--- src/hdl/wb_consts.svh ---
/* shared sram subsystem constants
   bus widths, memory depth and master count */

`ifndef WB_CONSTS_SVH
`define WB_CONSTS_SVH

// byte address width
`define WB_ADDR_W 16

// data word and byte lanes
`define WB_DATA_W 32
`define WB_SEL_W  4

// memory depth in words
`define SRAM_WORDS 256

// masters sharing the bus
`define WB_N_MASTERS 3

`endif

--- src/hdl/wb_pkg.sv ---
/* wishbone package
   bus field types and the master index type */

`include "wb_consts.svh"

package wb_pkg;

   // byte address as seen on adr
   typedef logic [`WB_ADDR_W-1:0] wb_addr_t;

   // one data word, read or write
   typedef logic [`WB_DATA_W-1:0] wb_data_t;

   // one enable per byte lane
   typedef logic [`WB_SEL_W-1:0] wb_sel_t;

   // index of a master on the shared bus
   typedef logic [$clog2(`WB_N_MASTERS)-1:0] master_id_t;

endpackage

--- src/hdl/wb_arbiter.sv ---
/* round robin bus arbiter
   grants one master per wishbone cycle and holds it while cyc stays high */

`timescale 1ns/1ps

`include "wb_consts.svh"

module wb_arbiter (
   input  logic                     clk,
   input  logic                     rst,
   input  logic [`WB_N_MASTERS-1:0] cyc_req,
   output wb_pkg::master_id_t       grant,
   output logic                     grant_valid
);

   import wb_pkg::*;

   master_id_t next_id;
   logic       found;
   int         cand;

   // first requester in rotation after the last owner
   always_comb begin
      next_id = grant;
      found   = 1'b0;
      cand    = 0;
      for (int k = 1; k <= `WB_N_MASTERS; k++) begin
         cand = (int'(grant) + k) % `WB_N_MASTERS;
         if (!found && cyc_req[cand]) begin
            found   = 1'b1;
            next_id = master_id_t'(cand);
         end
      end
   end

   // grant doubles as the last-granted pointer once the owner leaves
   always_ff @(posedge clk) begin
      if (rst) begin
         grant       <= master_id_t'(`WB_N_MASTERS - 1);
         grant_valid <= 1'b0;
      end else if (grant_valid) begin
         // release on the edge that sees the owner's cyc low
         if (!cyc_req[grant]) begin
            grant_valid <= 1'b0;
         end
      end else if (found) begin
         grant       <= next_id;
         grant_valid <= 1'b1;
      end
   end

endmodule

--- config.mk ---
export PLATFORM = sky130hd
export DESIGN_NAME = wb_arbiter
export DESIGN_NICKNAME = d
export VERILOG_FILES = /design/src/hdl/wb_pkg.sv /design/src/hdl/wb_arbiter.sv
export VERILOG_INCLUDE_DIRS = /design/src /design/src/hdl
export SDC_FILE = /design/constraint.sdc
export NUM_CORES = 1
export LEC_CHECK = 0
export ABC_AREA = 1
export BUFFER_PORTS_ARGS = -buffer_cell sky130_fd_sc_hd__buf_2
export CORE_AREA = 10 10 47 49
export DETAILED_ROUTE_END_ITERATION = 8
export DIE_AREA = 0 0 57 59
export PLACE_DENSITY_LB_ADDON = 0.15
export SLEW_MARGIN = 20
export SYNTH_ARGS = -nofsm -noshare
export SYNTH_HDL_FRONTEND = slang
export SYNTH_SLANG_ARGS = --single-unit
--- constraint.sdc ---
create_clock -name clk -period 1.7 [get_ports clk]
set_input_delay 0.34 -clock clk [delete_from_list [all_inputs] [get_ports clk]]
set_output_delay 0.34 -clock clk [all_outputs]
set_load 0.005 [all_outputs]
### Word level (Yosys, flattened, before mapping)

Cells that the tools add are included.

| storage, ports and cells | value |
|---|---|
| register bits | 3 |
| bits in latches | 0 |
| memory bits (writable) | 0 |
| bits in read-only memories | 0 |
| bits of input ports | 5 |
| logic and storage cells | 39 |
| memories kept | 0 |

| cells by class | value |
|---|---|
| add/subtract/negate cells | 3 |
| $mul | 0 |
| div/mod/pow operators | 3 |
| $lt $le $gt $ge | 4 |
| equality and inequality tests | 0 |
| shifts and indexed selects | 0 |
| multiplexer cells | 20 |
| bitwise logic cells | 1 |
| reductions and logical operators | 6 |

Operators with widths:

| kind | number |
|---|---|
| 32-bit by 4-bit < comparator with 1-bit output, second input constant | 3 |
| 32-bit by 3-bit remainder unit with 32-bit output, second input constant | 3 |
| 1-bit two-way mux | 13 |
| 1-bit binary-select mux with 2-bit select | 4 |
| 2-bit by 2-bit adder with 3-bit output, second input constant | 2 |
| 2-bit two-way mux | 3 |
| 2-bit by 1-bit adder with 3-bit output, second input constant | 1 |
| 2-bit by 3-bit < comparator with 1-bit output, second input constant | 1 |
| 3-bit AND reduction | 1 |
| 3-bit nonzero test | 1 |
| 1-bit logical AND | 2 |
| 1-bit logical NOT | 2 |
| 1-bit inverter | 1 |

### Longest topological paths before layout

| logic depth | value |
|---|---|
| depth after elaboration | 14 |
| depth in mapped cells | 12 |
| gate-level depth less buffers | 12 |

### Worst setup path before layout

Ideal clock, no wire load.

| path | value |
|---|---|
| kind | register -> register |
| start point | register grant[0] |
| end point | register grant[1] |
| library setup time | 0.115 ns |
| arrival time | 1.486 ns |
| required time | 1.585 ns |
| path slack | 0.099 ns |
| cell stages (with the launch flop) | 11 |
| buffers on the path | 0 |
| period minus slack after synthesis | 1.601 ns |
| cell sequence | dfxtp_1 inv_1 ha_1 nor2_1 nand2_2 nand3_4 nand3_2 nand3_1 nand2_1 nand2_1 nand2_1 |

| on the way | value |
|---|---|
| longest elaborated chain between the ends | 13 |
| elaborated cells between the ends (all ways) | 27 |
| those cells by class | add/sub: 3; div: 3; mux: 15; reduce/logical: 6 |

RTL lines:

| what | RTL line | text |
|---|---|---|
| start: declaration | wb_arbiter.sv:12 | `output wb_pkg::master_id_t grant,` |
| start signal: assignment | wb_arbiter.sv:39 | `` grant <= master_id_t'(`WB_N_MASTERS - 1); `` |
| start signal: assignment | wb_arbiter.sv:47 | `grant <= next_id;` |
| 2-bit by 1-bit adder with 3-bit output | wb_arbiter.sv:28 | `` cand = (int'(grant) + k) % `WB_N_MASTERS; `` |
| 32-bit by 3-bit remainder unit with 32-bit output (no source line) | n/a |  |
| 1-bit binary-select mux with 2-bit select | wb_arbiter.sv:29 | `if (!found && cyc_req[cand]) begin` |
| 1-bit two-way mux (implied by the code) (2 in series) | wb_arbiter.sv:29 |  |
| 1-bit two-way mux | wb_arbiter.sv:29 |  |
| 1-bit logical NOT | wb_arbiter.sv:29 |  |
| 1-bit logical AND | wb_arbiter.sv:29 |  |
| 1-bit two-way mux | wb_arbiter.sv:29 |  |
| 1-bit logical NOT | wb_arbiter.sv:29 |  |
| 1-bit logical AND | wb_arbiter.sv:29 |  |
| 3-bit nonzero test (no source line) / 1-bit two-way mux (equally long branches) | n/a |  |
| 3-bit AND reduction (no source line) | n/a |  |

Several ways; a longest one is shown, not always the timed one. The select of a mux whose other input is x is not followed.
A chain may end at the register's enable or synchronous reset.

### Worst setup path in the final report

Ends and elaborated chain as after synthesis.

==> summary.md <==
| Metric | Value |
|---|---|
| Yosys warning count | `0` |
| Layout area overhead | `22.9%` |
| Postcts setup bufs | `0` |
| Sequential-to-total area share from yosys stat | `0.139` |
| Flop2flop setup slack | `0.19 ns` |
| # fillers | `~170` |
| Slowest-stage cell, CP | `ha_2` |
| Number of global-route vias before repair | `416` |
| Most frequent cells in the layout | `nand2_1, inv_1, nand3_1` |
| Design Area, Final | `roughly 530 um^2` |
| Worst path arrival time | `1.63 ns` |
| Max incr delay on CP | `0.38 ns` |
| Top Ports | `8` |
| CTS Buffer Depth | `2` |
| # DRC | `0` |
| Post-route total power | `around 0.0010 W` |
| CTS tree | `built` |
| TritonCTS Buffers | `3` |
| Worst hold margin | `just under 0.3 ns` |
| # hold bufs at CTS | `0` |
| Iter 0 DRT Violations | `4` |
| Post-route insts no fill | `100` |
| WL per Instance | `9.21 um` |
| Worst setup SP type | `flop` |
| Initial antenna violation count | `0` |
| Pwr dens | `just under 2000 nW/um^2` |
| Resized Gates After CTS | `0` |
| Placed Instances | `96` |
| Root Driver | `clkbuf_4` |
| Post-route setup TNS | `0 ns` |
| Tcrit/Tclk final | `0.889` |
| Switching Fraction | `0.520` |
| Starting Density | `0.308` |
| Most frequent CP cell | `nand2_1` |
| Worst-Margin Slew | `approximately 0.23 ns` |
| Worst EP required | `~1.8 ns` |
| Clk pwr share | `0.119` |
| Clock Latency Late Sink | `around 0.23 ns` |
| Reg power frac | `0.120` |
| First-pass GRT wire length | `1.54 mm` |
| Hpwl dp | `779 um` |
| Synth unique cells | `17` |
| Chip Width | `57 um` |
| Syn avg cell area | `6.08 um^2` |
| Buf+Inv Stages, Crit Path | `2` |
| Core area | `about 1400 um^2` |
| Internal power | `0.000492 W` |
| Largest net degree at the start of global routing | `7` |
| Hold Path Class | `input pin to flop` |
| Cell row count | `14` |
| Worst Setup End Kind | `flop` |
| Synthesized flop and latch total | `3` |
| Gr usage total | `0.0552` |
| Crit-path max FO | `6` |
| Critical path class | `flop to flop` |
| DRT Wirelength | `roughly 920 um` |
| Syn nets | `80` |
| Die area | `about 3400 um^2` |
| Setup violators final | `0` |
| Via count | `449` |
| Lkg Pwr | `0.291 nW` |
| GRT overflow | `0` |
| Final hold violation count | `0` |
| Fmax achieved | `662 MHz` |
| Max-Cap Viols | `0` |
| Min Tclk post-route | `~1.5 ns` |
| CTS H-Tree Depth | `1` |
| Most common cell after layout, fill and taps aside | `nand2_1` |
| Via-to-Cell Ratio | `about 4.5` |
| DIE HEIGHT | `59 um` |
| Crit-path cells | `inv_1 > ha_2 > inv_2 > nand2_2 > nand2_2 > nand3_4 > nand3_2 > nand3_1 > nand2_1 > nand2_1 > nand2_1` |
| Post-DP Area | `502 um^2` |
| CTS sink count | `3` |
| DRT antenna net count | `0` |
| Slew Limit Fails | `0` |
| DRT Pass-1 Iters | `4` |
| Kind of cell adding the most delay to the critical path | `simple AND/OR/NAND/NOR gates` |
| Ant. Diodes | `0` |
| Final Wtd Congestion | `0.791` |
| Max IR drop VDD | `0.778 mV` |
| RSZ-0062 raised after global routing | `false` |
| Fin Clk Skew | `0.000588 ns` |
| Share of layout cells above drive strength 1 | `0.321` |
| Psw | `0.000533 W` |
| Syn Inst Count | `between 70 and 80` |
| Logic pwr share | `0.761` |
| Number of I/O port buffers | `7` |
| CTS clock-pin slew for the worst setup and hold paths | `approximately 0.040 ns` |
| Final Net Count | `94` |
| Slew HR | `0.848` |
| Status | `completed` |
| Synth Cell Area | `432 um^2` |
[state kept, by name (all words and copies together), names as in the netlist]
| signal | flops |
|---|---|
| grant | 2 |
| grant_valid | 1 |
[layer usage]
metal  vias to the layer above  wire length, um  GRT usage
li1                        250                -          -
met1                       194              412     0.0566
met2                         5              449     0.0961
met3                         0               59     0.0193
met4                         0                0     0.0302
met5                         -                0          0
[power by group through the flow]
stage	combinational (W)	clock (W)	sequential (W)
after floorplan	0.000600	0	0.000139
after global placement	0.000788	0	0.000127
after detailed placement	0.000783	0	0.000124
after CTS	0.000786	0.000129	0.000123
after global routing	0.000906	0.000132	0.000127
final	0.000781	0.000122	0.000123
[through the flow]
step	setup WS (ns)	utilization
6_report	0.189	0.379
2_1_floorplan	0.0994	-
5_1_grt	0.0179	0.379
4_1_cts	0.111	0.377
3_5_place_dp	0.124	0.358
3_3_place_gp	0.106	0.358
[cells in the mapped netlist]
cell | n | share of area
nand2_1 | 21 | 0.18
inv_1 | 10 | 0.087
nand3_1 | 9 | 0.10
ha_1 | 4 | 0.12
nand2_2 | 4 | 0.058
a21oi_1 | 3 | 0.035
dfxtp_1 | 3 | 0.14
inv_2 | 3 | 0.026
nand3_2 | 3 | 0.070
nor2_1 | 3 | 0.026
o21ai_0 | 2 | 0.023
a21oi_2 | 1 | 0.020
nand2_4 | 1 | 0.026
nand3_4 | 1 | 0.041
nand4_1 | 1 | 0.015
nor2_2 | 1 | 0.015
o31ai_1 | 1 | 0.017
[path summary, 6_finish.rpt]
kind | startpoint | endpoint | cells after the start
worst min-delay path | rst | grant_valid | 2
worst max register to register | grant[0] | grant[1] | 11
worst max-delay path | grant[0] | grant[1] | 11
worst min register to register | grant_valid | grant_valid | 2
[cell type report]
cell class                 count  area, um^2  area share
tap                           16        20.0      0.0377
inverter                      13        48.8      0.0920
timing repair buffer           9        50.0      0.0943
multi-input combinational     55         325       0.613
clock buffer                   4        26.3      0.0495
sequential                     3        60.1       0.113
[cells by family after synthesis]
| group | share of synthesized area |
|---|---|
| AO/OA/AOI/OAI | 0.0957 |
| AND/OR/NAND/NOR | 0.536 |
| adder cells (fa/ha/maj) | 0.116 |
| buffers and inverters | 0.113 |
| flip-flops | 0.139 |
Power figures use the tool's default switching activity.
